===== config.mk =====
export PLATFORM = sky130hd
export DESIGN_NAME = reg_file
export DESIGN_NICKNAME = d
export VERILOG_FILES = /design/src/reg_file.sv
export VERILOG_INCLUDE_DIRS = /design/src
export SDC_FILE = /design/constraint.sdc
export NUM_CORES = 2
export LEC_CHECK = 0
export BUFFER_PORTS_ARGS = -buffer_cell sky130_fd_sc_hd__buf_2
export CAP_MARGIN = 20
export CORE_ASPECT_RATIO = 0.5
export CORE_MARGIN = 8
export CORE_UTILIZATION = 55
export DETAILED_ROUTE_END_ITERATION = 16
export PLACE_DENSITY = 0.71
export REMOVE_ABC_BUFFERS = 1
export SYNTH_ARGS = -nofsm -noshare
export SYNTH_HDL_FRONTEND = slang
export SYNTH_SLANG_ARGS = --single-unit

===== constraint.sdc =====
create_clock -name clk -period 7.3 [get_ports clk]
set_input_delay 0.73 -clock clk [delete_from_list [all_inputs] [get_ports clk]]
set_output_delay 0.73 -clock clk [all_outputs]
set_load 0.1 [all_outputs]

===== src/rv_defs.svh =====
// bus range macros, instruction phase count, decode phase and reset pc
`ifndef RV_DEFS_SVH
`define RV_DEFS_SVH

// data and address bus range
`define BUS_64 63:0

// instruction bus range
`define BUS_32 31:0

// instruction-cycle counter range
`define BUS_8 7:0

// clock cycles spent on one instruction
`define INST_CYCLES 5

// phase in which decode and execute are active
// register, memory and pc updates commit on the edge ending it
`define ID_PHASE 4

// first fetch address after reset
`define RESET_PC 64'h0000_0000_0000_0000

`endif


===== src/reg_file.sv =====
// 32 x 64-bit register file, x0 hardwired, two read ports and one write port
`timescale 1ns/10ps
`include "rv_defs.svh"

module reg_file (
  input  logic           clk,
  input  logic           rst,
  input  logic [4:0]     rs1,
  input  logic           rs1_ren,
  input  logic [4:0]     rs2,
  input  logic           rs2_ren,
  input  logic           wb_en,
  input  logic [4:0]     wb_rd,
  input  logic [`BUS_64] wb_data,
  output logic [`BUS_64] rs1_data,
  output logic [`BUS_64] rs2_data
);

  // x0 has no storage
  logic [`BUS_64] regs [1:31];

  always_ff @(posedge clk) begin
    if (rst) begin
      for (int i = 1; i < 32; i++) begin
        regs[i] <= 64'd0;
      end
    end else if (wb_en && wb_rd != 5'd0) begin
      regs[wb_rd] <= wb_data;
    end
  end

  // disabled port or x0 reads zero
  always_comb begin
    rs1_data = 64'd0;
    if (rs1_ren && rs1 != 5'd0) begin
      rs1_data = regs[rs1];
    end
  end

  always_comb begin
    rs2_data = 64'd0;
    if (rs2_ren && rs2 != 5'd0) begin
      rs2_data = regs[rs2];
    end
  end

endmodule


== Word-level counts from Yosys, hierarchy flattened ==
Memories as Yosys holds them, arrays and structs flattened.
Index checks and enable logic that the tools add are counted.
Word-level totals
  register bits after elaboration: 0
  latch bits: 0
  bits in writable memories: 1984
  ROM bits: 0
  input port bits: 84
  output and inout port bits: 128
  logic and storage cells: 18
  memories kept: 1
Memory list
  regs: words 31, bits a word 64, rd ports 2, clocked after memory_dff 0, wr ports 31, line reg_file.sv:20  | logic [`BUS_64] regs [1:31];
Cells by class
  $add $sub $neg: 0
  multiply operators: 0
  div/mod/pow operators: 0
  magnitude comparators: 0
  eq/ne operators: 0
  shift-type cells: 0
  mux-type cells: 10
  bitwise logic cells: 0
  reductions and logical operators: 7
Operators with widths (number)
  $mux 64: 3
  $reduce_or 64->1: 1
  $reduce_bool 5->1: 3
  $mux 1: 6
  $mux 5: 1
  $logic_and 1x1->1: 3

== Longest topological paths before layout ==
  depth in word-level cells: 7
  gate-level depth with buffers: 10
  mapped depth without buffers: 5

== Worst setup path before layout ==
No wires, ideal clock.
  path type: input-to-output
  start point: input rs1[0]
  end point: output rs1_data[36]
  data arrival time: 4.765 ns
  data required time: 6.570 ns
  setup slack: 1.805 ns
  stages on the path: 10
  buffers on the path: 6
  path through: buf_4 -> buf_6 -> buf_6 -> buf_6 -> buf_6 -> buf_6 -> mux2i_1 -> o22ai_1 -> nor3_1 -> nor4_1
On the way
  longest elaborated chain between the ends: 3
  elaborated cells on any way between the ends: 4
  classes of those cells: 1 x mux; 2 x reduce/logical; 1 x memory
Ends and longest elaborated chain
  start, declared: line reg_file.sv:8  | input logic [4:0] rs1,
  branches (longest 2 deep; another with $mem_v2 31x64)
  $mux 64 (*): line reg_file.sv:35  | if (rs1_ren && rs1 != 5'd0) begin
  end, declared: line reg_file.sv:15  | output logic [`BUS_64] rs1_data,
Every way passes the cells marked *.

== Final worst setup path ==
  start point: input rs1[1]
  end point: output rs1_data[40]
Same word-level chain as after synthesis.

==> results.json <==
{
  "die_w_um": 644,
  "drc": 0,
  "grt_max_degree": 125,
  "numCtsBuffers": 193,
  "yosysSeqAreaShare": 0.566,
  "cp.depth": 7,
  "first_global_vias": 71000,
  "cts_root_buf": "clkbuf_16",
  "setup_viol": 0,
  "netlist_area_um2": 109000,
  "n_fill_cell": 14400,
  "place_area_um2": 112000,
  "layout_common_cells": "edfxtp_1, and2_1, mux4_2",
  "syn_to_final_growth_pct": 8.53,
  "firstDrtPassIters": 6,
  "largest_reg_flops": 2048,
  "crit_buf_inv": 4,
  "top_regs": "regs: 2048 flops",
  "dp_cells": 9406,
  "cp.required_ns": 6.57,
  "swShare": 0.267,
  "vdd_drop_max_mv": 0.193,
  "fmax_ghz": 0.199,
  "worst_slew_margin_rel": 0.138,
  "highest_layer": "met5",
  "cpPeakStageDelay_ns": 0.79,
  "clkSlewWorstSetupHoldPaths_ns": 0.06,
  "cts-htree-levels": 4,
  "overflow": 0,
  "core_um2": 196000,
  "port_buffers": 211,
  "crit_path_cell_trace": "buf_8 -> buf_12 -> buf_4 -> mux4_2 -> mux2i_1 -> o221ai_1 -> buf_2",
  "postRouteAntennaNets": 0,
  "min_period_ns": 5.04,
  "routed-wl-met3_mm": 59.9,
  "post_drt_via_cell_ratio": 7.33,
  "cp-startpoint": "rs1[1]",
  "tightest_slew_ns": 1.29,
  "final_core_util": 0.600,
  "fin_area_um2": 118000,
  "hold_viol_final": 0,
  "cts.sinks": 2048,
  "async_flop_share": 0,
  "clockBufferDepth": 4,
  "yosysWarnings": 0,
  "hp-class": "input port to flip-flop",
  "grt_first_pass_wirelength_mm": 527,
  "p_leak_nw": 41.1,
  "p_sw_w": 0.00736,
  "critical_path.top_delay_family": "buffers and inverters",
  "crit_arrival_ns": 4.31,
  "synth_ff_type": "edfxtp_1",
  "wl_met1_mm": 131,
  "status": "completed",
  "slowest_stage": "buf_4",
  "synth_edf_count": 2048,
  "pwr-share-clk": 0.357,
  "cts_resized": 0,
  "io_pins": 212,
  "antenna_found_initial": 48,
  "drv_cap": 0,
  "seqPwrFrac": 0.506,
  "p_int_w": 0.0202,
  "dieArea_um2": 213000,
  "whs_ns": 0.348,
  "finalMaxSlewViolations": 0,
  "cts_tree": "yes",
  "cp-end-kind": "output port",
  "grt_setup_unrepaired": "false",
  "start_kind": "input port",
  "wl_per_cell_um": 38.6,
  "final_cell_count_no_fill": 9776,
  "crit_type": "input port to output port",
  "final_common_cell": "edfxtp_1",
  "p_comb_frac": 0.138,
  "start_util": 0.553,
  "cts_setup_buffers": 0,
  "synth_cell_types": 46,
  "rows": 115,
  "power_density_nw_per_um2": 234,
  "drt-initial-drc-count": 14400,
  "layout-drive-gt1-share": 0.227,
  "met2_length_mm": 166,
  "post-route-period-util": 0.690,
  "dp_hpwl_mm": 213,
  "regMostFlops": "regs",
  "fin_total_pwr_w": 0.0276,
  "syn_inst": 7109,
  "ys_ff_latch": 2048,
  "routed_wl_mm": 378,
  "synth_area_per_cell_um2": 15.3,
  "crit_fanout": 124,
  "grt_use_total": 0.348,
  "crit_path_end": "rs1_data[40]",
  "gp_congestion": 0.877,
  "ctsHoldBuffers": 0,
  "nets": 7055,
  "die_height_um": 330,
  "vias": 71600
}
-- Yosys cell counts (all sizes together), types with 7 or more instances --
| master | n | area, um^2 |
|---|---|---|
| edfxtp | 2048 | 61500 |
| and2 | 2033 | 12700 |
| mux4 | 864 | 19500 |
| clkbuf | 530 | 1990 |
| mux2i | 529 | 5300 |
| buf | 264 | 1730 |
| a211oi | 115 | 863 |
| o221ai | 112 | 981 |
| o22ai | 84 | 526 |
| a21oi | 80 | 400 |
| a22oi | 73 | 548 |
| a22o | 63 | 552 |
| nor2 | 51 | 191 |
| o22a | 41 | 359 |
| or2 | 33 | 206 |
| nand2 | 32 | 120 |
| o21ai | 24 | 120 |
| mux2 | 22 | 248 |
| nor2b | 20 | 125 |
| a211o | 13 | 114 |
| nand2b | 9 | 56.3 |
| nand3 | 9 | 45.0 |
| nor3 | 9 | 45.0 |
| nand3b | 7 | 52.6 |
| o31ai | 7 | 52.6 |
-- per-layer routing --
metal,vias to the layer above,global-route usage
met2,6988,0.520
li1,27100,-
met4,8,0.171
met5,-,0
met1,36300,0.470
met3,1229,0.102
-- power by group through the flow --
stage | Sequential (W) | Combinational, W | Clock (W)
3_3_place_gp | 0.0141 | 0.00367 | 0
2_1_floorplan | 0.0140 | 0.00220 | 0
5_1_grt | 0.0140 | 0.00387 | 0.0102
4_1_cts | 0.0139 | 0.00373 | 0.00982
6_report | 0.0139 | 0.00380 | 0.00983
3_5_place_dp | 0.0142 | 0.00372 | 0
-- logic make-up (layout without fill, tap and decap cells) --
group,after synthesis,count (layout),synth area share
other,1,99,0.0000345
AND/OR/NAND/NOR,2224,2224,0.126
buffers and inverters,794,731,0.0342
AO/OA/AOI/OAI,627,627,0.0430
multiplexers,1415,1415,0.230
flip-flops,2048,2048,0.566
-- cell type report --
class,count,area (um^2),area share
Clock buffer,239,5090,0.0432
Antenna cell,35,87.6,0.000743
Tap cell,2632,3290,0.0279
Multi-Input combinational cell,4330,44000,0.373
Timing Repair Buffer,398,3160,0.0268
Sequential cell,2048,61500,0.522
Clock inverter,94,724,0.00615
-- stage by stage --
step | TNS (ns) | setup slack [ns]
after floorplan | -3.72 | -0.387
after global placement | 0 | 2.43
after detailed placement | 0 | 2.41
after CTS | 0 | 2.40
after global routing | 0 | 2.27
final | 0 | 2.26
-- how the worst min path moves through the flow --
stage                     start           to  cells after the start
floorplan            wb_data[0]   regs[0][0]                      0
global placement     wb_data[9]   regs[0][9]                      1
detailed placement  wb_data[47]  regs[0][47]                      1
CTS                 wb_data[35]  regs[0][35]                      1
global route        wb_data[15]  regs[0][15]                      1
finish              wb_data[47]  regs[0][47]                      1
(Power assumes the default switching activity.)
