$ cat config.mk
export PLATFORM = sky130hd
export DESIGN_NAME = fetch_unit
export DESIGN_NICKNAME = d
export VERILOG_FILES = /design/src/fetch_unit.sv
export VERILOG_INCLUDE_DIRS = /design/src
export SDC_FILE = /design/constraint.sdc
export NUM_CORES = 1
export LEC_CHECK = 0
export ABC_CLOCK_PERIOD_IN_PS = 5650
export BUFFER_PORTS_ARGS = -buffer_cell sky130_fd_sc_hd__buf_2
export CORE_ASPECT_RATIO = 0.8
export CORE_MARGIN = 2
export CORE_UTILIZATION = 40
export CTS_CLUSTER_DIAMETER = 120
export CTS_CLUSTER_SIZE = 25
export DETAILED_ROUTE_END_ITERATION = 7
export GPL_TIMING_DRIVEN = 0
export PLACE_DENSITY = 0.74
export SYNTH_ARGS = -nofsm -noshare
export SYNTH_HDL_FRONTEND = slang
export SYNTH_SLANG_ARGS = --single-unit
$ cat constraint.sdc
create_clock -name clk -period 5.65 [get_ports clk]
set_input_delay 1.13 -clock clk [delete_from_list [all_inputs] [get_ports clk]]
set_output_delay 1.13 -clock clk [all_outputs]
set_load 0.02 [all_outputs]
$ cat src/rv_defs.svh
// bus range macros, instruction phase count, decode phase and reset pc
`ifndef RV_DEFS_SVH
`define RV_DEFS_SVH

// data and address bus range
`define BUS_64 63:0

// instruction bus range
`define BUS_32 31:0

// instruction-cycle counter range
`define BUS_8 7:0

// clock cycles spent on one instruction
`define INST_CYCLES 5

// phase in which decode and execute are active
// register, memory and pc updates commit on the edge ending it
`define ID_PHASE 4

// first fetch address after reset
`define RESET_PC 64'h0000_0000_0000_0000

`endif

$ cat src/fetch_unit.sv
// pc register, instruction-cycle counter and fetched instruction latch
`timescale 1ns/10ps
`include "rv_defs.svh"

module fetch_unit (
  input  logic           clk,
  input  logic           rst,
  input  logic [`BUS_32] imem_rdata,
  input  logic [`BUS_64] next_pc,
  output logic [`BUS_64] imem_addr,
  output logic [`BUS_8]  instcycle_cnt_val,
  output logic [`BUS_32] inst,
  output logic [`BUS_64] pc
);

  logic last_phase;
  logic fetch_phase;
  logic decode_phase;

  assign last_phase   = (instcycle_cnt_val == 8'(`INST_CYCLES - 1));
  assign fetch_phase  = (instcycle_cnt_val == 8'd0);
  assign decode_phase = (instcycle_cnt_val == 8'(`ID_PHASE));

  // phase counter 0..INST_CYCLES-1
  always_ff @(posedge clk) begin
    if (rst) begin
      instcycle_cnt_val <= 8'd0;
    end else if (last_phase) begin
      instcycle_cnt_val <= 8'd0;
    end else begin
      instcycle_cnt_val <= instcycle_cnt_val + 8'd1;
    end
  end

  // pc moves only when the instruction commits
  always_ff @(posedge clk) begin
    if (rst) begin
      pc <= `RESET_PC;
    end else if (decode_phase) begin
      pc <= next_pc;
    end
  end

  // capture the fetched word, held until the next fetch phase
  always_ff @(posedge clk) begin
    if (fetch_phase) begin
      inst <= imem_rdata;
    end
  end

  // address stays put for the whole instruction
  assign imem_addr = pc;

endmodule

After elaboration in Yosys (flattened, before gate mapping)
Cells that the tools add are included.

word-level totals
  flip-flop bits (word level) = 104
  word-level logic and storage cells = 7

operators by class
  equal/unequal tests = 1
  reduce and logical (&&, ||, !) cells = 2
  $add $sub $neg = 1

operators by type and width
  kind                                                              count
  8-bit by 1-bit adder with 8-bit output (second input constant)    1
  8-bit by 3-bit == test with 1-bit output (second input constant)  1
  8-bit zero test                                                   1
  2-bit OR reduction                                                1

Depth between registers and ports, before layout
  depth in word-level cells = 2
  gate-level depth with buffers = 8
  gate-level depth less buffers = 5

Worst setup path before layout
OpenSTA, ideal clock, no wires.

  path type = register to register
  start = register instcycle_cnt_val[0]
  end = register inst[0], enable pin
  setup time = 501 ps
  required time = 5149 ps
  slack = 976 ps
  buffers on the path = 0
  cell stages (with the launch flop) = 5
  arrival = 4173 ps
  path through = dfxtp_1 inv_1 ha_1 or4b_4 nor4_1

on the way
  longest elaborated chain between the ends = 1

ends and longest elaborated chain
  item                    line              source
  start, declared         fetch_unit.sv:11  output logic [`BUS_8] instcycle_cnt_val,
  start signal, assigned  fetch_unit.sv:31  instcycle_cnt_val <= instcycle_cnt_val + 8'd1;
  8-bit zero test         fetch_unit.sv:21  assign fetch_phase = (instcycle_cnt_val == 8'd0);
  end signal, assigned    fetch_unit.sv:47  inst <= imem_rdata;
  end, declared           fetch_unit.sv:12  output logic [`BUS_32] inst,

No other way between the ends.
A chain may end at the register's enable or synchronous reset.

Final worst setup path
  start = register instcycle_cnt_val[0]
  end = register inst[9], enable pin

The elaborated chain is that of the path after synthesis.

==> impl_metrics.env <==
export IMPL_final_cell_mix="264 x sky130_fd_sc_hd__buf_2, 130 x sky130_fd_sc_hd__nand2b_1, 72 x sky130_fd_sc_hd__buf_4, 72 x sky130_fd_sc_hd__dfxtp_1, 64 x sky130_fd_sc_hd__mux2i_1"
export IMPL_clk_path_buf_depth=2
export IMPL_layout_cells_most_common="sky130_fd_sc_hd__buf_2"
export IMPL_timing_max_slew_rel_slack=0.542
export IMPL_antenna_diode_count=0
export IMPL_slew_viol_final=0
export IMPL_cts_hold_repair_buffers=0
export IMPL_antenna_found_initial=0
export IMPL_place_inst=833
export IMPL_path_delay_family="simple AND/OR/NAND/NOR gates"
export IMPL_gr_usage_all_layers=0.177
export IMPL_setup_viol_count_final=0
export IMPL_gr_max_usage_layer="met2"
export IMPL_worst_pin_slew_ns=0.682
export IMPL_postRouteAntennaNets=0
export IMPL_place_congestion=0.804
export IMPL_largest_family_of_logic_cells_by_synthesized_area="simple AND/OR/NAND/NOR gates"
export IMPL_final_critical_path_setup_slack_ns=3.05
export IMPL_setup_reg_to_reg_worst_slack_ns=3.05
export IMPL_via_per_inst=4.45
export IMPL_grt_pass1_wl_um=17700
export IMPL_max_vdd_ir_drop_mv=0.131
export IMPL_drv_cap=0
export IMPL_setup_tns_final_ns=0
export IMPL_grtUsageMet1=0.192
export IMPL_num_io_pins=266
export IMPL_hpwl_um=9490
export IMPL_cts_sinks=104
export IMPL_cts_clk_pin_slew_worst_paths_ns=0.07
export IMPL_final_instance_count_excl_fill=849
export IMPL_simple_gate_area_share_of_the_yosys_netlist=0.195
export IMPL_grt_overflow_total=0
export IMPL_power_leakage_nw=3.16
export IMPL_synth_area_mux_share=0.136
export IMPL_cts_max_level=3
export IMPL_crit_path_top_delay_cell="sky130_fd_sc_hd__nor4_2"
export IMPL_ys_seq_area_frac=0.511
export IMPL_clock_fmax_ghz=0.385
export IMPL_postSynthCellCount=418
export IMPL_port_buffer_count=264
export IMPL_period_minus_slack_ns=2.60
export IMPL_synth_net_count=518
export IMPL_core_um2=11500
export IMPL_grtUsageMet2=0.321
export IMPL_layout_drive_gt1_share=0.511
export IMPL_holdCritPathClass="reg2reg"
export IMPL_finalCritPeriodShare=0.460
export IMPL_chipHeight_um=101
export IMPL_ffs_latches_synth=104
export IMPL_arrival_ns=2.65
export IMPL_syn_area_per_cell_um2=11.3
export IMPL_dp_worst_setup_slack_ns=2.91
export IMPL_syn_cell_area_um2=4700
export IMPL_rsz_0062_raised_after_global_routing="no"
export IMPL_grt_start_max_net_pins=20
export IMPL_power_density_nw_per_um2=257
export IMPL_worst_hold_startpoint="imem_addr[29]"
export IMPL_synth_compound_gate_area_share=0.0149
export IMPL_hold_path_cell_count=2
export IMPL_grt_pass1_vias=3583
export IMPL_criticalPathCategory="reg2reg"
export IMPL_drt_iter0_markers=68
export IMPL_crit_path_start_kind="flop"
export IMPL_crit_path_frequent_cell="sky130_fd_sc_hd__buf_4"
export IMPL_required_ns=5.70
export IMPL_hold_end="imem_addr[29]"
export IMPL_fin_nets=796
export IMPL_yosysWarningCount=0
export IMPL_fp_row_count=35
export IMPL_synth_adder_area_share=0.00532
export IMPL_yosys_cell_types_count=28
export IMPL_cp_peak_stage_delay_ns=0.53
export IMPL_vias=3780
export IMPL_critical_path_buf_inv_count=4
export IMPL_status="finished, final reports clean"
export IMPL_capture_instance_of_the_worst_register_to_register_path="inst[9]"
export IMPL_number_of_setup_buffers_added_after_cts=0
export IMPL_rr_worst_depth=7
export IMPL_use_met3=0.0690
export IMPL_firstDrtPassIters=4
export IMPL_clk_latency_ns=0.34
export IMPL_numCtsBuffers=9
export IMPL_initial_utilization=0.410
export IMPL_cts_tree="built"
export IMPL_die_w_um=125
export IMPL_cp_cell_sequence="inv_1, ha_1, or4b_4, nor4_2, buf_4, buf_4, buf_4"
export IMPL_synthXorXnorAreaFrac=0.00186
export IMPL_cts_repair_resized=0
export IMPL_cp_max_fo=10
export IMPL_worst_setup_ep_type="flop"
export IMPL_fillers=1073
export IMPL_r2r_start="instcycle_cnt_val[0]"
export IMPL_hold_viol=0
export IMPL_area_delta_synth_final_pct=38.7
export IMPL_detail_route_wirelength_um=12000
export IMPL_wire_per_inst_um=14.1
export IMPL_final_setup_skew_ns=0.00690
export IMPL_ctsRootBufferMaster="sky130_fd_sc_hd__clkbuf_16"
export IMPL_fp_dieArea_um2=12700
export IMPL_drt_drc_violations_left=0
## report_power, final
part	leakage [nW]	internal, mW	switching, mW	total, mW
clock	0.143	0.308	0.291	0.598
combinational	2.12	0.107	0.138	0.245
sequential	0.895	0.817	0.0168	0.834
total	3.16	1.23	0.446	1.68
## final cells by class
cell class | instances | area, um^2 | share of cell area
Clock inverter | 7 | 60.1 | 0.00920
Clock buffer | 9 | 225 | 0.0345
Buffer | 88 | 628 | 0.0963
Sequential cell | 104 | 2400 | 0.368
Inverter | 3 | 11.3 | 0.00173
Timing Repair Buffer | 267 | 1340 | 0.206
Tap cell | 148 | 185 | 0.0284
Multi-Input combinational cell | 223 | 1670 | 0.256
## per-stage QoR
stage / power [mW] / area [um^2] / hold WS [ns] / util
after floorplan: 0.998 / 4700 / 0.558 / -
after global placement: 1.09 / 6210 / 0.469 / 0.541
after detailed placement: 1.10 / 6240 / 0.476 / 0.544
after CTS: 1.71 / 6530 / 0.488 / 0.569
after global routing: 1.75 / 6530 / 0.510 / 0.569
final: 1.68 / 6530 / 0.486 / 0.569
## tightest hold or removal path: stages (launching register included)
cell	delay, ns
sky130_fd_sc_hd__dfxtp_1	0.33
sky130_fd_sc_hd__nand2b_1	0.06
sky130_fd_sc_hd__mux2i_1	0.05
## per-layer routing
layer	share of wire	up-vias
met3	0.095	13
li1	-	1875
met1	0.38	1725
met2	0.51	167
met5	0	-
met4	0.011	0
## synth_stat cells
cell / count / area share
sky130_fd_sc_hd__o311ai_0: 1 / 0.0019
sky130_fd_sc_hd__a211oi_1: 2 / 0.0032
sky130_fd_sc_hd__ha_1: 2 / 0.0053
sky130_fd_sc_hd__o21ai_0: 3 / 0.0032
sky130_fd_sc_hd__edfxtp_1: 32 / 0.20
sky130_fd_sc_hd__xor2_1: 1 / 0.0019
sky130_fd_sc_hd__nand4_1: 1 / 0.0013
sky130_fd_sc_hd__nand2_1: 1 / 0.00080
sky130_fd_sc_hd__or4b_4: 1 / 0.0029
sky130_fd_sc_hd__nor3b_1: 1 / 0.0016
sky130_fd_sc_hd__a21oi_1: 3 / 0.0032
sky130_fd_sc_hd__a21boi_0: 1 / 0.0016
sky130_fd_sc_hd__clkbuf_1: 16 / 0.013
sky130_fd_sc_hd__mux2i_1: 64 / 0.14
sky130_fd_sc_hd__or3_1: 3 / 0.0040
sky130_fd_sc_hd__nor4_1: 1 / 0.0013
sky130_fd_sc_hd__buf_8: 2 / 0.0064
sky130_fd_sc_hd__buf_12: 1 / 0.0043
sky130_fd_sc_hd__nand3_1: 3 / 0.0032
sky130_fd_sc_hd__nor4b_2: 1 / 0.0032
sky130_fd_sc_hd__o32ai_1: 1 / 0.0019
sky130_fd_sc_hd__buf_4: 69 / 0.11
sky130_fd_sc_hd__nor2_1: 1 / 0.00080
sky130_fd_sc_hd__nor3_1: 1 / 0.0011
sky130_fd_sc_hd__inv_1: 3 / 0.0024
sky130_fd_sc_hd__and4b_1: 1 / 0.0021
sky130_fd_sc_hd__dfxtp_1: 72 / 0.31
sky130_fd_sc_hd__nand2b_1: 130 / 0.17
## flip-flops by register name (all words and copies together), names as in the netlist
name               flops
imem_addr             64
inst                  32
instcycle_cnt_val      8
## cells by family (layout without fill, tap and decap cells)
family / after synthesis / after routing
AND/OR/NAND/NOR: 145 / 145
flip-flops: 104 / 104
buffers and inverters: 91 / 374
multiplexers: 64 / 64
AO/OA/AOI/OAI: 11 / 11
adder cells (fa/ha/maj): 2 / 2
XOR/XNOR: 1 / 1
## worst max-delay path by stage
| stage | start | end | slack, ns | cells past startpoint |
|---|---|---|---|---|
| after floorplan | instcycle_cnt_val[0] | inst[0] | 0.98 | 4 |
| after global placement | instcycle_cnt_val[0] | inst[21] | 0.23 | 4 |
| after detailed placement | rst | imem_addr[44] | 2.91 | 5 |
| after CTS | instcycle_cnt_val[0] | inst[15] | 3.00 | 7 |
| after global routing | instcycle_cnt_val[0] | inst[4] | 2.85 | 7 |
| final | instcycle_cnt_val[0] | inst[9] | 3.05 | 7 |
Note: power is estimated with default switching activity, not from simulation.
