===== src/rv_defs.svh =====
// bus range macros, instruction phase count, decode phase and reset pc
`ifndef RV_DEFS_SVH
`define RV_DEFS_SVH

// data and address bus range
`define BUS_64 63:0

// instruction bus range
`define BUS_32 31:0

// instruction-cycle counter range
`define BUS_8 7:0

// clock cycles spent on one instruction
`define INST_CYCLES 5

// phase in which decode and execute are active
// register, memory and pc updates commit on the edge ending it
`define ID_PHASE 4

// first fetch address after reset
`define RESET_PC 64'h0000_0000_0000_0000

`endif


===== src/rv_pkg.sv =====
// opcode and instruction-type enums, funct3 names, decode and retire records
`include "rv_defs.svh"

package rv_pkg;

  // instruction bits 6..2
  typedef enum logic [4:0] {
    OPC_LOAD   = 5'b00000,
    OPC_FENCE  = 5'b00011,
    OPC_OPIMM  = 5'b00100,
    OPC_AUIPC  = 5'b00101,
    OPC_STORE  = 5'b01000,
    OPC_OP     = 5'b01100,
    OPC_LUI    = 5'b01101,
    OPC_BRANCH = 5'b11000,
    OPC_JALR   = 5'b11001,
    OPC_JAL    = 5'b11011,
    OPC_SYSTEM = 5'b11100
  } opcode_e;

  // encoding format, none for opcodes outside the slice
  typedef enum logic [2:0] {
    ITYPE_R    = 3'd0,
    ITYPE_I    = 3'd1,
    ITYPE_U    = 3'd2,
    ITYPE_S    = 3'd3,
    ITYPE_B    = 3'd4,
    ITYPE_J    = 3'd5,
    ITYPE_NONE = 3'd7
  } itype_e;

  // branch conditions
  localparam logic [2:0] F3_BEQ = 3'b000;
  localparam logic [2:0] F3_BNE = 3'b001;

  // load widths
  localparam logic [2:0] F3_LB  = 3'b000;
  localparam logic [2:0] F3_LW  = 3'b010;
  localparam logic [2:0] F3_LD  = 3'b011;
  localparam logic [2:0] F3_LBU = 3'b100;

  // store widths
  localparam logic [2:0] F3_SB  = 3'b000;
  localparam logic [2:0] F3_SH  = 3'b001;
  localparam logic [2:0] F3_SW  = 3'b010;
  localparam logic [2:0] F3_SD  = 3'b011;

  // alu functions, sub selected by funct7 bit 5 on OP
  localparam logic [2:0] F3_ADD = 3'b000;
  localparam logic [2:0] F3_SLT = 3'b010;
  localparam logic [2:0] F3_XOR = 3'b100;
  localparam logic [2:0] F3_OR  = 3'b110;
  localparam logic [2:0] F3_AND = 3'b111;

  typedef struct packed {
    logic           valid;
    itype_e         itype;
    opcode_e        opcode;
    logic [2:0]     funct3;
    logic [6:0]     funct7;
    logic [4:0]     rd;
    logic [`BUS_64] op1;
    logic [`BUS_64] op2;
    logic [`BUS_64] t1;
    logic           mem_ren;
    logic           mem_wen;
    logic [`BUS_64] mem_addr;
    logic [`BUS_64] mem_wdata;
    logic [`BUS_64] mem_wmask;
    logic [`BUS_64] pc;
  } dec_t;

  typedef struct packed {
    logic [`BUS_64] pc;
    logic [4:0]     rd;
    logic           wb_en;
    logic [`BUS_64] wb_data;
  } retire_t;

endpackage


===== src/exe_stage.sv =====
// alu, branch and jump resolution, load extension, writeback and retire strobe
`timescale 1ns/10ps
`include "rv_defs.svh"

module exe_stage (
  input  rv_pkg::dec_t    dec,
  input  logic [`BUS_64]  dmem_rdata,
  output logic            dmem_ren,
  output logic [`BUS_64]  dmem_raddr,
  output logic            dmem_wen,
  output logic [`BUS_64]  dmem_waddr,
  output logic [`BUS_64]  dmem_wdata,
  output logic [`BUS_64]  dmem_wmask,
  output logic            wb_en,
  output logic [4:0]      wb_rd,
  output logic [`BUS_64]  wb_data,
  output logic [`BUS_64]  next_pc,
  output logic            retire_valid,
  output rv_pkg::retire_t retire
);
  import rv_pkg::*;

  logic [`BUS_64] alu_res;
  logic [`BUS_64] load_res;
  logic [`BUS_64] pc_plus4;
  logic           taken;
  logic           writes_rd;

  assign pc_plus4 = dec.pc + 64'd4;

  // op-imm and op share the alu, only op can subtract
  always_comb begin
    case (dec.funct3)
      F3_ADD: begin
        if (dec.opcode == OPC_OP && dec.funct7[5]) begin
          alu_res = dec.op1 - dec.op2;
        end else begin
          alu_res = dec.op1 + dec.op2;
        end
      end
      F3_SLT:  alu_res = {63'd0, ($signed(dec.op1) < $signed(dec.op2))};
      F3_XOR:  alu_res = dec.op1 ^ dec.op2;
      F3_OR:   alu_res = dec.op1 | dec.op2;
      F3_AND:  alu_res = dec.op1 & dec.op2;
      default: alu_res = 64'd0;
    endcase
  end

  // memory returns the addressed data in the low bits
  always_comb begin
    case (dec.funct3)
      F3_LB:   load_res = {{56{dmem_rdata[7]}}, dmem_rdata[7:0]};
      F3_LBU:  load_res = {56'd0, dmem_rdata[7:0]};
      F3_LW:   load_res = {{32{dmem_rdata[31]}}, dmem_rdata[31:0]};
      F3_LD:   load_res = dmem_rdata;
      default: load_res = 64'd0;
    endcase
  end

  assign taken = (dec.opcode == OPC_BRANCH) &&
                 (((dec.funct3 == F3_BEQ) && (dec.op1 == dec.op2)) ||
                  ((dec.funct3 == F3_BNE) && (dec.op1 != dec.op2)));

  always_comb begin
    case (dec.opcode)
      OPC_JAL:    next_pc = dec.op2;
      OPC_JALR:   next_pc = (dec.op1 + dec.op2) & ~64'd1;
      OPC_BRANCH: next_pc = taken ? dec.t1 : pc_plus4;
      default:    next_pc = pc_plus4;
    endcase
  end

  // writeback value per opcode
  always_comb begin
    case (dec.opcode)
      OPC_LUI:           wb_data = dec.t1;
      OPC_AUIPC:         wb_data = dec.op1 + dec.op2;
      OPC_JAL:           wb_data = dec.op1;
      OPC_JALR:          wb_data = dec.t1;
      OPC_LOAD:          wb_data = load_res;
      OPC_OPIMM, OPC_OP: wb_data = alu_res;
      default:           wb_data = 64'd0;
    endcase
  end

  assign writes_rd = dec.opcode inside {OPC_LUI, OPC_AUIPC, OPC_JAL, OPC_JALR,
                                        OPC_LOAD, OPC_OPIMM, OPC_OP};
  assign wb_en = dec.valid && writes_rd && (dec.rd != 5'd0);
  assign wb_rd = dec.rd;

  // data memory follows the decoded fields directly
  assign dmem_ren   = dec.mem_ren;
  assign dmem_raddr = dec.mem_addr;
  assign dmem_wen   = dec.mem_wen;
  assign dmem_waddr = dec.mem_addr;
  assign dmem_wdata = dec.mem_wdata;
  assign dmem_wmask = dec.mem_wmask;

  // one pulse per instruction, in the decode phase
  assign retire_valid   = dec.valid;
  assign retire.pc      = dec.pc;
  assign retire.rd      = dec.rd;
  assign retire.wb_en   = wb_en;
  assign retire.wb_data = wb_data;

endmodule


===== config.mk =====
export PLATFORM = sky130hd
export DESIGN_NAME = exe_stage
export DESIGN_NICKNAME = d
export VERILOG_FILES = /design/src/rv_pkg.sv /design/src/exe_stage.sv
export VERILOG_INCLUDE_DIRS = /design/src
export SDC_FILE = /design/constraint.sdc
export NUM_CORES = 1
export LEC_CHECK = 0
export BUFFER_PORTS_ARGS = -buffer_cell sky130_fd_sc_hd__buf_2
export CAP_MARGIN = 20
export CELL_PAD_IN_SITES_DETAIL_PLACEMENT = 0
export CELL_PAD_IN_SITES_GLOBAL_PLACEMENT = 1
export CORE_AREA = 2 2 414 416
export DETAILED_ROUTE_END_ITERATION = 7
export DIE_AREA = 0 0 416 418
export GPL_TIMING_DRIVEN = 1
export PLACE_DENSITY = 0.36
export SLEW_MARGIN = 25
export SYNTH_ARGS = -nofsm -noshare
export SYNTH_HDL_FRONTEND = slang
export SYNTH_SLANG_ARGS = --single-unit

===== constraint.sdc =====
create_clock -name vclk -period 5.7
set_input_delay 0.57 -clock vclk [all_inputs]
set_output_delay 0.57 -clock vclk [all_outputs]
set_load 0.1 [all_outputs]

# Yosys cells after proc, flatten, opt, wreduce, memory -nomap -nowiden
# Index checks and enable logic that the tools add are counted.
# totals
register_bits	0
latch_bits	0
mem_bits_rw	0
rom_bits	0
input_bits	538
out_inout_bits	527
elab_cells	41
mem_count	0
# op_classes
addsub	3
mul	0
n_div	0
order_cmp	1
eq_ne	15
shifts	0
mux	6
n_bitwise	3
n_reduce_logical	13
# ops
op	count
$pmux W64 S5	2
$pmux W64 S4	1
$pmux W64 S3	1
$mux W64	2
$add A64 B3 Y64 const B	1
$add A64 B64 Y64	1
$and A64 B64 Y64	1
$eq A64 B64 Y1	1
$lt A64 B64 Y1	1
$ne A64 B64 Y1	1
$or A64 B64 Y64	1
$sub A64 B64 Y64	1
$xor A64 B64 Y64	1
$eq A5 B5 Y1 const B	3
$eq A5 B3 Y1 const B	2
$eq A5 B4 Y1 const B	2
$eq A3 B3 Y1 const B	3
$reduce_bool A7 Y1	1
$eq A3 B2 Y1 const B	2
$logic_and A1 B1 Y1	6
$logic_not A5 Y1	1
$reduce_bool A5 Y1	1
$reduce_or A2 Y1	2
$eq A3 B1 Y1 const B	1
other kinds (2)	2

# Longest topological paths before layout
# depth
word_depth	6
mapped_depth	15
depth_no_buf	14

# Worst setup path before layout
# No wires, ideal clock.
# synth_path
path_type	input -> output
start	in dec[323] (netlist name)
end	out wb_data[37]
arrival_ns	5.964
required_time_ns	5.130
setup_slack_ns	-0.834
cell_stages	13
path_buffers	1
path_cell_list	inv_1 -> ha_1 -> o21ba_1 -> or4_4 -> a211o_1 -> a2111o_1 -> a21oi_1 -> a31oi_1 -> o311a_1 -> a21oi_1 -> xor2_1 -> o21ai_0 -> buf_4
# synth_lines
item	line_no	rtl
from (decl)	exe_stage.sv:6	input rv_pkg::dec_t dec,
to (decl)	exe_stage.sv:16	output logic [`BUS_64] wb_data,

# Final worst setup path
# layout_path
start	in dec[322] (netlist name)
end	out next_pc[62]
# layout_between
elab_chain_cells	6
word_cells_on_any_way	9
classes_between	1 x add/sub; 2 x eq/ne; 2 x mux; 4 x reduce/logical
# layout_rtl
item	line_no	rtl
branches (longest 5 deep; another with $add A64 B64 Y64)	--	
$pmux W64 S3 *	exe_stage.sv:65	case (dec.opcode)
to (decl)	exe_stage.sv:17	output logic [`BUS_64] next_pc,
# Mark *: on every way between the ends.

==> metrics <==
Worst EP arrival 4.97 ns; initial antenna violation count 58; Post-DP Area 26100 um2; Flop pwr share 0%; max_cap viols 0; Switching Fraction 68.9%; Overall Global Routing Usage 17.8%; PD cells 145 nW/um2; Logic pwr share 100.0%; number of routed nets with antenna violations 0; FP Rows 151; Seq/Total Area, Yosys 0%; Reg area 0 um2; minimum clock period 5.54 ns; Worst setup SP type input pin; final hold violation count 0; # IOs 1065; final setup fails 0; total gr overflow 0; worst-margin pin slew 0.862 ns; WL/cell 30.0 um; Top cell by count, worst path buf_2; commonest non-fill, non-tap cells in the layout buf_2 (441), a21oi_1 (257), buf_4 (251); Clk pwr share 0%; CORE AREA 169000 um2; Post-CTS Setup Inserts 0; Syn Area/Cell 6.51 um2; detailed-placement wirelength estimate 140000 um; critical path launch point dec[322]; CP required 5.13 ns; hold_buf cts 0; DR vias 23820; Slowest-stage cell, CP or3_1; die area 174000 um2; outcome finished with violations; WL final 164000 um; Int Power 1.18 mW; WHS 1.14 ns; Synth cell types 83; sequential cell count 0; DIE WIDTH 416 um; Critical Path Sink next_pc[62]; pre-CTS setup slack -0.129 ns; NumNets Final 3966; synthesis warning total 0; Psw 2.62 mW; cell area after layout 26100 um2; gate count of the mapped netlist 2944; vias in the first global route 23939; die height 418 um; Layout area overhead 36.3%; drt first pass iters 8; layout cells sized above 1 29.6%; crit-path cells buf_2, ha_1, fa_1, nand3_1, a32oi_1, nand4_1, a21oi_1, or3_1, buf_4, a2111oi_0, nor2_1, xnor2_1, o21ai_0, buf_2; Leak Pwr 10.9 nW; failing checks DRC; final worst slack 0.160 ns; clkbuf count 0; Final Max Slew Viols 0; Starting Density 11.3%; Final Cycle Share 97.2%; commonest non-fill, non-tap cell in the layout buf_2; Netlist Area Pre-Place 19200 um2; kind of end point of the critical path output port; gpl congestion 0.870; pin count of the biggest net entering global routing 42; unrepaired setup endpoints after global routing false; worst min path class input pin to output port; fillers 19503; Setup CP Type input pin to output port; Crit path largest cell delay 0.60 ns; maximum VDD drop 0.0000823 V; residual DRC count 3; vias per inst 4.37; max frequency 180 MHz; global-route wire length before repair 215000 um; synthesized net count 3687; Rel. slew slack 42.1%; DRT iter0 DRCs 2020; IO Port Bufs 604; Crit Path Max Fanout 4
worst max-delay path: cells and delay by family:
| family | cells | cell delay [ns] |
|---|---|---|
| buffers and inverters | 3 | 0.90 |
| adder cells (fa/ha/maj) | 2 | 0.73 |
| AND/OR/NAND/NOR | 4 | 1.23 |
| XOR/XNOR | 1 | 0.24 |
| AO/OA/AOI/OAI | 4 | 1.28 |
metrics by stage:
stage	instances	power [mW]	utilization [%]	setup TNS [ns]
6_report	5450	3.80	15.4	0
5_1_grt	5442	3.98	15.4	0
4_1_cts	5439	3.82	15.4	0
3_5_place_dp	5439	3.81	15.4	-0.426
3_3_place_gp	5439	3.82	15.4	-0.270
2_1_floorplan	2944	3.14	-	-0.0170
layer usage:
layer	vias up	track usage (%)	routed length, um
met5	-	0	186
met2	991	31.2	79700
met4	32	7.34	8100
met1	11644	21.5	67300
met3	262	2.67	8330
li1	10891	-	-
area by class of cell:
cell class / instances / area (um2) / share of cell area (%)
antenna: 11 / 27.5 / 0.105
inverter: 204 / 766 / 2.93
multi-input combinational: 2148 / 14900 / 57.1
tap: 2218 / 2780 / 10.6
timing repair buffer: 869 / 7630 / 29.2
cell usage after synthesis (7+ instances only):
cell,count,area share [%]
a211o_1,8,0.37
a211oi_1,25,0.98
a21boi_0,11,0.43
a21o_1,36,1.4
a21oi_1,259,6.8
a221o_1,12,0.63
a221oi_1,31,1.4
a222oi_1,72,3.8
a22o_1,49,2.2
a22oi_1,58,2.3
a31oi_1,17,0.55
and2_1,18,0.59
and3_1,22,0.72
and4_1,7,0.32
buf_1,22,0.43
buf_2,8,0.21
buf_4,399,16
clkbuf_1,162,3.2
ha_1,203,13
inv_1,202,4.0
mux2_2,7,0.41
mux2i_1,18,0.94
nand2_1,205,4.0
nand2b_1,15,0.49
nand3_1,72,1.9
nand4_1,27,0.88
nor2_1,208,4.1
nor2b_1,27,0.88
nor3_1,43,1.1
nor4_1,37,1.2
o211ai_1,21,0.82
o21a_1,12,0.47
o21ai_0,227,5.9
o21ai_1,16,0.42
o21bai_1,24,0.94
o221a_2,11,0.65
o221ai_1,38,1.7
o22ai_1,24,0.78
o31ai_1,24,0.94
or3_1,16,0.52
or4_1,11,0.43
xnor2_1,108,4.9
xor2_1,41,1.9
cells by family (layout without fill, tap and decap cells):
logic type,Yosys count,count (layout),share of synthesized area [%]
AO/OA/AOI/OAI,1038,1038,36.8
buffers and inverters,796,1073,23.5
AND/OR/NAND/NOR,731,731,18.1
adder cells (fa/ha/maj),205,205,13.5
XOR/XNOR,149,149,6.81
multiplexers,25,25,1.35
other,0,11,0
how the worst min path moves through the flow:
stage	startpoint	to	slack, ns	cells after the start
after floorplan	dec[192]	dmem_raddr[0]	1.35	1
after global placement	dec[138]	dmem_wdata[10]	1.14	0
after detailed placement	dec[138]	dmem_wdata[10]	1.14	0
after CTS	dec[138]	dmem_wdata[10]	1.14	0
after global routing	dec[96]	dmem_wmask[32]	1.14	0
final	dec[148]	dmem_wdata[20]	1.14	0
power by group through the flow:
stage               logic (mW)  registers (mW)  clock network [mW]
finish                    3.80               0         0.000000139
CTS                       3.82               0                   0
global placement          3.82               0                   0
detailed placement        3.81               0                   0
floorplan                 3.14               0                   0
global route              3.98               0        0.0000000706
repair_timing:
item,in CTS,in global routing
endpoints found under the setup margin,4,11
gates resized for setup,1,3
cloned,0,0
Power figures use the tool's default switching activity.
