[config.mk]
export PLATFORM = sky130hd
export DESIGN_NAME = id_stage
export DESIGN_NICKNAME = d
export VERILOG_FILES = /design/src/rv_pkg.sv /design/src/id_stage.sv
export VERILOG_INCLUDE_DIRS = /design/src
export SDC_FILE = /design/constraint.sdc
export NUM_CORES = 1
export LEC_CHECK = 0
export ABC_AREA = 1
export ABC_CLOCK_PERIOD_IN_PS = 8230
export BUFFER_PORTS_ARGS = -buffer_cell sky130_fd_sc_hd__buf_2
export CORE_AREA = 3 3 281 283
export CTS_BUF_LIST = sky130_fd_sc_hd__clkbuf_8
export CTS_CLUSTER_SIZE = 14
export DETAILED_ROUTE_END_ITERATION = 6
export DIE_AREA = 0 0 284 286
export PLACE_DENSITY = 0.57
export SLEW_MARGIN = 20
export SYNTH_ARGS = -nofsm -noshare
export SYNTH_HDL_FRONTEND = slang
export SYNTH_SLANG_ARGS = --single-unit
export TNS_END_PERCENT = 10
[constraint.sdc]
create_clock -name clk -period 8.23 [get_ports clk]
set_input_delay 0.4115 -clock clk [delete_from_list [all_inputs] [get_ports clk]]
set_output_delay 0.4115 -clock clk [all_outputs]
set_load 0.01 [all_outputs]
[src/rv_defs.svh]
// bus range macros, instruction phase count, decode phase and reset pc
`ifndef RV_DEFS_SVH
`define RV_DEFS_SVH

// data and address bus range
`define BUS_64 63:0

// instruction bus range
`define BUS_32 31:0

// instruction-cycle counter range
`define BUS_8 7:0

// clock cycles spent on one instruction
`define INST_CYCLES 5

// phase in which decode and execute are active
// register, memory and pc updates commit on the edge ending it
`define ID_PHASE 4

// first fetch address after reset
`define RESET_PC 64'h0000_0000_0000_0000

`endif

[src/rv_pkg.sv]
// opcode and instruction-type enums, funct3 names, decode and retire records
`include "rv_defs.svh"

package rv_pkg;

  // instruction bits 6..2
  typedef enum logic [4:0] {
    OPC_LOAD   = 5'b00000,
    OPC_FENCE  = 5'b00011,
    OPC_OPIMM  = 5'b00100,
    OPC_AUIPC  = 5'b00101,
    OPC_STORE  = 5'b01000,
    OPC_OP     = 5'b01100,
    OPC_LUI    = 5'b01101,
    OPC_BRANCH = 5'b11000,
    OPC_JALR   = 5'b11001,
    OPC_JAL    = 5'b11011,
    OPC_SYSTEM = 5'b11100
  } opcode_e;

  // encoding format, none for opcodes outside the slice
  typedef enum logic [2:0] {
    ITYPE_R    = 3'd0,
    ITYPE_I    = 3'd1,
    ITYPE_U    = 3'd2,
    ITYPE_S    = 3'd3,
    ITYPE_B    = 3'd4,
    ITYPE_J    = 3'd5,
    ITYPE_NONE = 3'd7
  } itype_e;

  // branch conditions
  localparam logic [2:0] F3_BEQ = 3'b000;
  localparam logic [2:0] F3_BNE = 3'b001;

  // load widths
  localparam logic [2:0] F3_LB  = 3'b000;
  localparam logic [2:0] F3_LW  = 3'b010;
  localparam logic [2:0] F3_LD  = 3'b011;
  localparam logic [2:0] F3_LBU = 3'b100;

  // store widths
  localparam logic [2:0] F3_SB  = 3'b000;
  localparam logic [2:0] F3_SH  = 3'b001;
  localparam logic [2:0] F3_SW  = 3'b010;
  localparam logic [2:0] F3_SD  = 3'b011;

  // alu functions, sub selected by funct7 bit 5 on OP
  localparam logic [2:0] F3_ADD = 3'b000;
  localparam logic [2:0] F3_SLT = 3'b010;
  localparam logic [2:0] F3_XOR = 3'b100;
  localparam logic [2:0] F3_OR  = 3'b110;
  localparam logic [2:0] F3_AND = 3'b111;

  typedef struct packed {
    logic           valid;
    itype_e         itype;
    opcode_e        opcode;
    logic [2:0]     funct3;
    logic [6:0]     funct7;
    logic [4:0]     rd;
    logic [`BUS_64] op1;
    logic [`BUS_64] op2;
    logic [`BUS_64] t1;
    logic           mem_ren;
    logic           mem_wen;
    logic [`BUS_64] mem_addr;
    logic [`BUS_64] mem_wdata;
    logic [`BUS_64] mem_wmask;
    logic [`BUS_64] pc;
  } dec_t;

  typedef struct packed {
    logic [`BUS_64] pc;
    logic [4:0]     rd;
    logic           wb_en;
    logic [`BUS_64] wb_data;
  } retire_t;

endpackage

[src/id_stage.sv]
// instruction decode, immediates, operand select, memory address and write mask
`timescale 1ns/10ps
`include "rv_defs.svh"

module id_stage (
  input  logic           clk,
  input  logic           rst,
  input  logic [`BUS_8]  instcycle_cnt_val,
  input  logic [`BUS_32] inst,
  input  logic [`BUS_64] pc,
  input  logic [`BUS_64] rs1_data,
  input  logic [`BUS_64] rs2_data,
  output logic           rs1_ren,
  output logic [4:0]     rs1,
  output logic           rs2_ren,
  output logic [4:0]     rs2,
  output rv_pkg::dec_t   dec
);
  import rv_pkg::*;

  logic           id_active;
  opcode_e        opcode;
  logic [2:0]     funct3;
  itype_e         itype_nxt;
  itype_e         itype_q;
  logic [`BUS_64] imm_i;
  logic [`BUS_64] imm_s;
  logic [`BUS_64] imm_b;
  logic [`BUS_64] imm_u;
  logic [`BUS_64] imm_j;
  logic [`BUS_64] imm;
  logic [`BUS_64] pc_plus4;

  assign id_active = (instcycle_cnt_val == 8'(`ID_PHASE));

  assign opcode = opcode_e'(inst[6:2]);
  assign funct3 = inst[14:12];

  // sign-extended immediates
  assign imm_i = {{52{inst[31]}}, inst[31:20]};
  assign imm_s = {{52{inst[31]}}, inst[31:25], inst[11:7]};
  assign imm_b = {{52{inst[31]}}, inst[7], inst[30:25], inst[11:8], 1'b0};
  assign imm_u = {{32{inst[31]}}, inst[31:12], 12'b0};
  assign imm_j = {{44{inst[31]}}, inst[19:12], inst[20], inst[30:21], 1'b0};

  assign pc_plus4 = pc + 64'd4;

  // opcode classification
  always_comb begin
    case (opcode)
      OPC_LUI, OPC_AUIPC:                     itype_nxt = ITYPE_U;
      OPC_JAL:                                itype_nxt = ITYPE_J;
      OPC_JALR, OPC_LOAD, OPC_OPIMM:          itype_nxt = ITYPE_I;
      OPC_FENCE, OPC_SYSTEM:                  itype_nxt = ITYPE_I;
      OPC_BRANCH:                             itype_nxt = ITYPE_B;
      OPC_STORE:                              itype_nxt = ITYPE_S;
      OPC_OP:                                 itype_nxt = ITYPE_R;
      default:                                itype_nxt = ITYPE_NONE;
    endcase
  end

  // type is settled well before decode since inst is stable from phase 1
  always_ff @(posedge clk) begin
    if (rst) begin
      itype_q <= ITYPE_NONE;
    end else begin
      itype_q <= itype_nxt;
    end
  end

  always_comb begin
    case (itype_q)
      ITYPE_I: imm = imm_i;
      ITYPE_S: imm = imm_s;
      ITYPE_B: imm = imm_b;
      ITYPE_U: imm = imm_u;
      ITYPE_J: imm = imm_j;
      default: imm = 64'd0;
    endcase
  end

  // register file read side
  assign rs1     = id_active ? inst[19:15] : 5'd0;
  assign rs2     = id_active ? inst[24:20] : 5'd0;
  assign rs1_ren = id_active &&
                   (itype_q inside {ITYPE_R, ITYPE_I, ITYPE_S, ITYPE_B});
  assign rs2_ren = id_active && (itype_q inside {ITYPE_R, ITYPE_S, ITYPE_B});

  // decode record, all zero outside the decode phase
  always_comb begin
    dec = '0;
    if (id_active) begin
      dec.valid  = 1'b1;
      dec.itype  = itype_q;
      dec.opcode = opcode;
      dec.funct3 = funct3;
      dec.funct7 = inst[31:25];
      dec.rd     = inst[11:7];
      dec.pc     = pc;

      case (itype_q)
        ITYPE_R, ITYPE_B: begin
          dec.op1 = rs1_data;
          dec.op2 = rs2_data;
        end
        ITYPE_I: begin
          dec.op1 = rs1_data;
          dec.op2 = imm;
        end
        ITYPE_J: begin
          dec.op1 = pc_plus4;
          dec.op2 = pc + imm;
        end
        ITYPE_U: begin
          // lui leaves both operands zero, value travels in t1
          dec.op1 = (opcode == OPC_AUIPC) ? pc : 64'd0;
          dec.op2 = (opcode == OPC_AUIPC) ? imm : 64'd0;
          dec.t1  = imm;
        end
        default: ;
      endcase

      // link address for jalr, target for branches
      if (opcode == OPC_JALR) begin
        dec.t1 = pc_plus4;
      end else if (opcode == OPC_BRANCH) begin
        dec.t1 = pc + imm;
      end

      // two's complement add covers the signed offset
      if (opcode == OPC_LOAD || itype_q == ITYPE_S) begin
        dec.mem_addr = rs1_data + imm;
      end
      dec.mem_ren = (opcode == OPC_LOAD);

      if (itype_q == ITYPE_S) begin
        dec.mem_wen   = 1'b1;
        dec.mem_wdata = rs2_data;
        // mask is low-aligned, memory shifts it to the address
        case (funct3)
          F3_SB:   dec.mem_wmask = 64'h0000_0000_0000_00FF;
          F3_SH:   dec.mem_wmask = 64'h0000_0000_0000_FFFF;
          F3_SW:   dec.mem_wmask = 64'h0000_0000_FFFF_FFFF;
          F3_SD:   dec.mem_wmask = 64'hFFFF_FFFF_FFFF_FFFF;
          default: dec.mem_wmask = 64'd0;
        endcase
      end
    end
  end

endmodule

Word-level counts from Yosys, hierarchy flattened
Memory sizes are Yosys's and may differ from the RTL's. A register that Yosys moved wholly into a read port is not among the register bits. Index checks and enable logic that the tools add are counted.

Bits in registers: 0. Bits in latches: 0. RAM bits: 0. ROM bits: 96. Output and inout port bits: 486. Logic and storage cells: 39. Memories: 1.

Memories: (name not given) (words 32, width 3, rd ports 1, clocked after Yosys merged registers in 1, wr ports 0, line id_stage.sv:50) `case (opcode)`.

Add/sub/neg operators: 3. Multiply operators: 0. Divide/modulo/power cells: 0. Magnitude comparators: 0. Equality and inequality tests: 12. Shift operators: 0. Muxes and demuxes: 14. Bitwise operators: 0. Reductions and logical operators: 9.

Operators with widths (count): 128-bit one-hot mux with 4 select lines (1); 474-bit two-way mux (1); 64-bit two-way mux (6); 64-bit one-hot mux with 5 select lines (1); 64-bit one-hot mux with 4 select lines (1); 64-bit adder (2); 128-bit two-way mux (1); 64-bit by 3-bit adder with 64-bit output (second input constant) (1); 3-bit by 2-bit == test with 1-bit output (second input constant) (4); 5-bit == test (second input constant) (2); 5-bit two-way mux (2); 8-bit by 3-bit == test with 1-bit output (second input constant) (1); 3-bit by 1-bit == test with 1-bit output (second input constant) (2); 3-bit == test (second input constant) (2); 3-bit zero test (2); 5-bit by 3-bit == test with 1-bit output (second input constant) (1); 5-bit zero test (1); 4-bit nonzero test (1); 3-bit nonzero test (1); 1-bit logical AND (2); 2-bit OR reduction (1); 1-bit logical OR (1); 1-bit two-way mux (1).

Longest topological paths before layout
Depth after elaboration: 6. Depth in mapped cells: 25. Gate-level depth less buffers: 25.

Worst setup path before layout
No wires, ideal clock.

Kind: reg2out. From: register itype_q[2]. To: output port dec[319] in the netlist's numbering. Data arrival time: 6.509 ns. Slack: 1.310 ns. Cell stages (with the launch flop): 18. Buffers on the path: 0. Path through: dfxtp_1 inv_1 nand3_1 nand2_1 inv_1 o21ai_0 ha_1 nand2_1 inv_1 a21oi_1 nand2_1 nand2_1 nand2_1 a21oi_1 nand3_1 nand3_1 nand2_1 a21oi_1.

RTL lines: start: declaration (line id_stage.sv:25) `itype_e itype_q;`; end: declaration (line id_stage.sv:17) `output rv_pkg::dec_t dec`.

==> out/results.env <==
STATUS='finished, final reports clean'
LARGEST_REGISTER='itype_q'
ARRIVAL_NS=5.39
CP_MAX_FO=56
GRT_ANTENNA_BEFORE_REPAIR=11
COUNT_OF_STATE_ELEMENTS_AFTER_SYNTHESIS=3
SYN_AREA_MM2=0.01884
FINAL_NET_COUNT=4968
SWITCHING_PART_OF_THE_TOTAL_POWER_PCT=70.10
FINAL_CELL_COUNT_NO_FILL=5630
HOLD_VIOLATIONS=0
FINAL_MAX_SLEW_VIOL_COUNT=0
LEAKAGE_POWER_uW=0.01343
INTERNAL_POWER_CONTRIBUTION_uW=451.7
MULTIPLEXER_AREA_FRACTION_AFTER_SYNTHESIS_PCT=0
POST_ROUTE_FRACTION_OF_THE_PERIOD_CONSUMED_BY_THE_CRITICAL_PATH_PCT=70.52
POWER.SHARE.SEQUENTIAL_PCT=1.1
WORST_ENDPOINT_REQUIRED_TIME_NS=7.82
VIAS=28470
AREA_GROWTH_SYN_TO_LAYOUT_PCT=23.15
LARGEST_REGISTER_FF_COUNT=3
POSTCTSRESIZEDCELLS=0
SYNTH-XOR-AREA-SHARE_PCT=5.066
DRV_CAP=0
PIN_COUNT_OF_THE_BIGGEST_NET_ENTERING_GLOBAL_ROUTING=72
IO_PINS=720
PLACE_CONGESTION=1.055
GRT_FIRST_PASS_WIRELENGTH_UM=186100
HTREEDEPTH=1
CTS_HOLD_REPAIR.BUFFERS=0
ROUTED_VIA_DENSITY=5.057
CP_CLASS='flop to output port'
CTSROOTBUFFERMASTER='sky130_fd_sc_hd__clkbuf_8'
GRT_USAGE_PCT=31.43
ANTENNA_NETS_POST_ROUTE=0
DETAIL_ROUTE.FIRST_PASS.ITERATIONS=5
DETAILED_PLACE_HPWL_UM=118500
SYNTH-ADDER-AREA-SHARE_PCT=9.641
NUM_ROWS=102
ROUTED_WIRELENGTH_NORMALIZED_BY_INSTANCE_COUNT_UM=24.13
POSTCTSSETUPBUFFERS=0
PERIOD_NEEDED_NS=5.804
SYN_NETS=4381
STARTPOINT_TYPE='flop'
GRT_SETUP_UNREPAIRED='no'
SETUP.WORST_PATH.END_CLASS='output port'
YOSYSWARNINGS=0
PLACEABLECOREAREA_MM2=0.07696
NUMBER_OF_ENABLE_TYPE_REGISTER_CELLS_IN_THE_SYNTHESIZED_NETLIST=0
CTS_TREE='yes'
DRC_ERRORS=0
SYNTH-ASYNC-RESET-RATIO_PCT=0
SETUP_VIOL_COUNT_FINAL=0
SYNTHCELLS=4003
SYNTH_CELL_TYPES=46
SYNTH-SEQ-AREA-SHARE_PCT=0.3187
TIMING_WORST_SLEW_PIN_VALUE_NS=1.165
DRIVE_GT1_SHARE_PCT=17.22
SYNTH_COMPOUND_GATE_AREA_SHARE_PCT=18.99
POSTPLACECELLAREA_MM2=0.02316
GR-TOTAL-OVERFLOW=0
WL_UM=135900
SWITCHINGPOWER_uW=1059
CTS.SINK_COUNT=3
FMAX_GHz=0.1723
IRDROPWORSTVDD_V=0.00003309
POSTSYNTHAREAPERCELL_UM2=4.708
MAX_SLEW_MARGIN_PCT=21.53
FINAL_DESIGN_AREA_NO_FILL_MM2=0.02321
NUMCTSBUFFERS=3
DRT_FIRST_ITER_VIOLATIONS=2700
FINAL.SETUP.TNS_NS=0
YOSYS_MOST_USED_DFF='sky130_fd_sc_hd__dfxtp_1'
FINALWORSTSETUPSLACK_NS=2.426
DIEWIDTH_UM=284
FIRST_GLOBAL_VIAS=26620
PORT-BUFFER-COUNT=717
CLKPWRFRAC_PCT=2.8
REG_TOP3='itype_q: 3 flops'
CTSLONGESTPATHBUFFERS=2
SYNTH_TOP_FAMILY_BY_AREA='simple AND/OR/NAND/NOR gates'
DIE_HEIGHT_UM=286
POWER_FRAC_COMB_PCT=96.0
POWER-PER-CELL-AREA_mW_PER_MM2=65.10
PLACE_INST=5625
YOSYS.AREA_SHARE.SIMPLE_PCT=46.66
MINIMUM_SETUP_SLACK_AFTER_PLACEMENT_NS=2.864
INITIAL_UTILIZATION_PCT=24.49
CTS.CLK_SLEW.WORST_PATHS_NS=0.03
DESIGN.DIE.AREA_MM2=0.08122
HOLD_PATH_CLASS='primary input to flop'
-- metal layers --
layer  wire, um  up-vias  global-route usage (%)
li1           -    13620                       -
met1      58460    13170                   42.59
met2      59240     1464                   50.64
met3      12240      210                   4.661
met4       5905        4                   11.03
met5         22        -                       0
-- critical path, cell delays in order (launching register included) --
cell and delay [ns]:
sky130_fd_sc_hd__dfxtp_1 0.36, sky130_fd_sc_hd__inv_1 0.10, sky130_fd_sc_hd__nor2_1 0.13, sky130_fd_sc_hd__inv_1 0.11, sky130_fd_sc_hd__nor2_2 0.51, sky130_fd_sc_hd__nand2_1 0.29, sky130_fd_sc_hd__nand2_1 0.19, sky130_fd_sc_hd__inv_1 0.15
sky130_fd_sc_hd__o21ai_4 0.24, sky130_fd_sc_hd__buf_4 0.65, sky130_fd_sc_hd__ha_1 0.42, sky130_fd_sc_hd__a21oi_1 0.28, sky130_fd_sc_hd__nor2_1 0.07, sky130_fd_sc_hd__nor2_1 0.17, sky130_fd_sc_hd__o21ai_0 0.16, sky130_fd_sc_hd__a21oi_1 0.24
sky130_fd_sc_hd__a21boi_0 0.52, sky130_fd_sc_hd__o21ai_0 0.17, sky130_fd_sc_hd__nor2_1 0.15, sky130_fd_sc_hd__buf_2 0.15
-- power groups by stage --
| stage | sequential (uW) | clock [uW] | combinational (uW) |
|---|---|---|---|
| after floorplan | 16.6 | 0 | 849 |
| after global placement | 17.2 | 0 | 1410 |
| after detailed placement | 17.2 | 0 | 1400 |
| after CTS | 17.0 | 42.8 | 1410 |
| after global routing | 17.2 | 43.3 | 1580 |
| final | 17.1 | 42.9 | 1450 |
-- metrics by stage --
stage               utilization, %  hold WS [ns]  total power [uW]
global route                 30.15        0.4266              1643
global placement             30.09        0.6306              1428
detailed placement           30.09        0.6324              1422
floorplan                        -        0.5279             865.6
finish                       30.15        0.4127              1511
CTS                          30.15        0.4084              1471
-- Yosys cell counts (all sizes together) (3+ instances only) --
cell	instances	share of area [%]
nor3	58	1.5
or2	11	0.37
nand3	156	4.2
o21bai	14	0.56
nor2	625	13
a221oi	4	0.19
nand4	37	1.2
clkbuf	77	1.5
o21ai	178	4.7
ha	142	9.4
xor2	81	3.8
a21oi	301	8.0
o21a	16	0.64
o211ai	9	0.36
buf	94	3.3
and2	6	0.20
a211oi	4	0.16
nand2	1284	26
a21o	8	0.32
dfxtp	3	0.32
xnor2	28	1.3
o22ai	6	0.20
a22oi	37	1.5
a31oi	54	1.8
a21boi	11	0.44
inv	727	14
nand3b	12	0.48
nor4	9	0.38
-- path summary, 6_finish.rpt --
path                endpoint  slack, ns  cells past startpoint       start
setup / recovery    dec[236]       2.43                     19  itype_q[0]
hold / removal    itype_q[0]       0.41                      3         rst
-- logic make-up (layout without fill, tap and decap cells) --
| group | after synthesis | after routing |
|---|---|---|
| AND/OR/NAND/NOR | 2202 | 2202 |
| buffers and inverters | 900 | 1486 |
| AO/OA/AOI/OAI | 645 | 645 |
| adder cells (fa/ha/maj) | 144 | 144 |
| XOR/XNOR | 109 | 109 |
| flip-flops | 3 | 3 |
| other | 0 | 1 |
-- cell usage in the layout, fill, tap and decap left out, types with 54 or more instances in the layout --
| cell type | instances |
|---|---|
| sky130_fd_sc_hd__o21ai_0 | 170 |
| sky130_fd_sc_hd__nand3_1 | 155 |
| sky130_fd_sc_hd__inv_1 | 723 |
| sky130_fd_sc_hd__ha_1 | 142 |
| sky130_fd_sc_hd__nor3_1 | 57 |
| sky130_fd_sc_hd__nor2_1 | 617 |
| sky130_fd_sc_hd__a31oi_1 | 54 |
| sky130_fd_sc_hd__nand2_1 | 1280 |
| sky130_fd_sc_hd__a21oi_1 | 300 |
| sky130_fd_sc_hd__buf_2 | 717 |
| sky130_fd_sc_hd__xor2_1 | 81 |
-- cell type report --
| class | instances | area, um^2 |
|---|---|---|
| fill | 9438 | 53750 |
| multi-input combinational | 3100 | 15200 |
| timing repair buffer | 753 | 3859 |
| inverter | 729 | 2741 |
| tap | 1040 | 1301 |
| sequential | 3 | 60.06 |
| clock buffer | 3 | 41.29 |
| clock inverter | 1 | 3.754 |
| antenna | 1 | 2.502 |
Power figures use the tool's default switching activity.
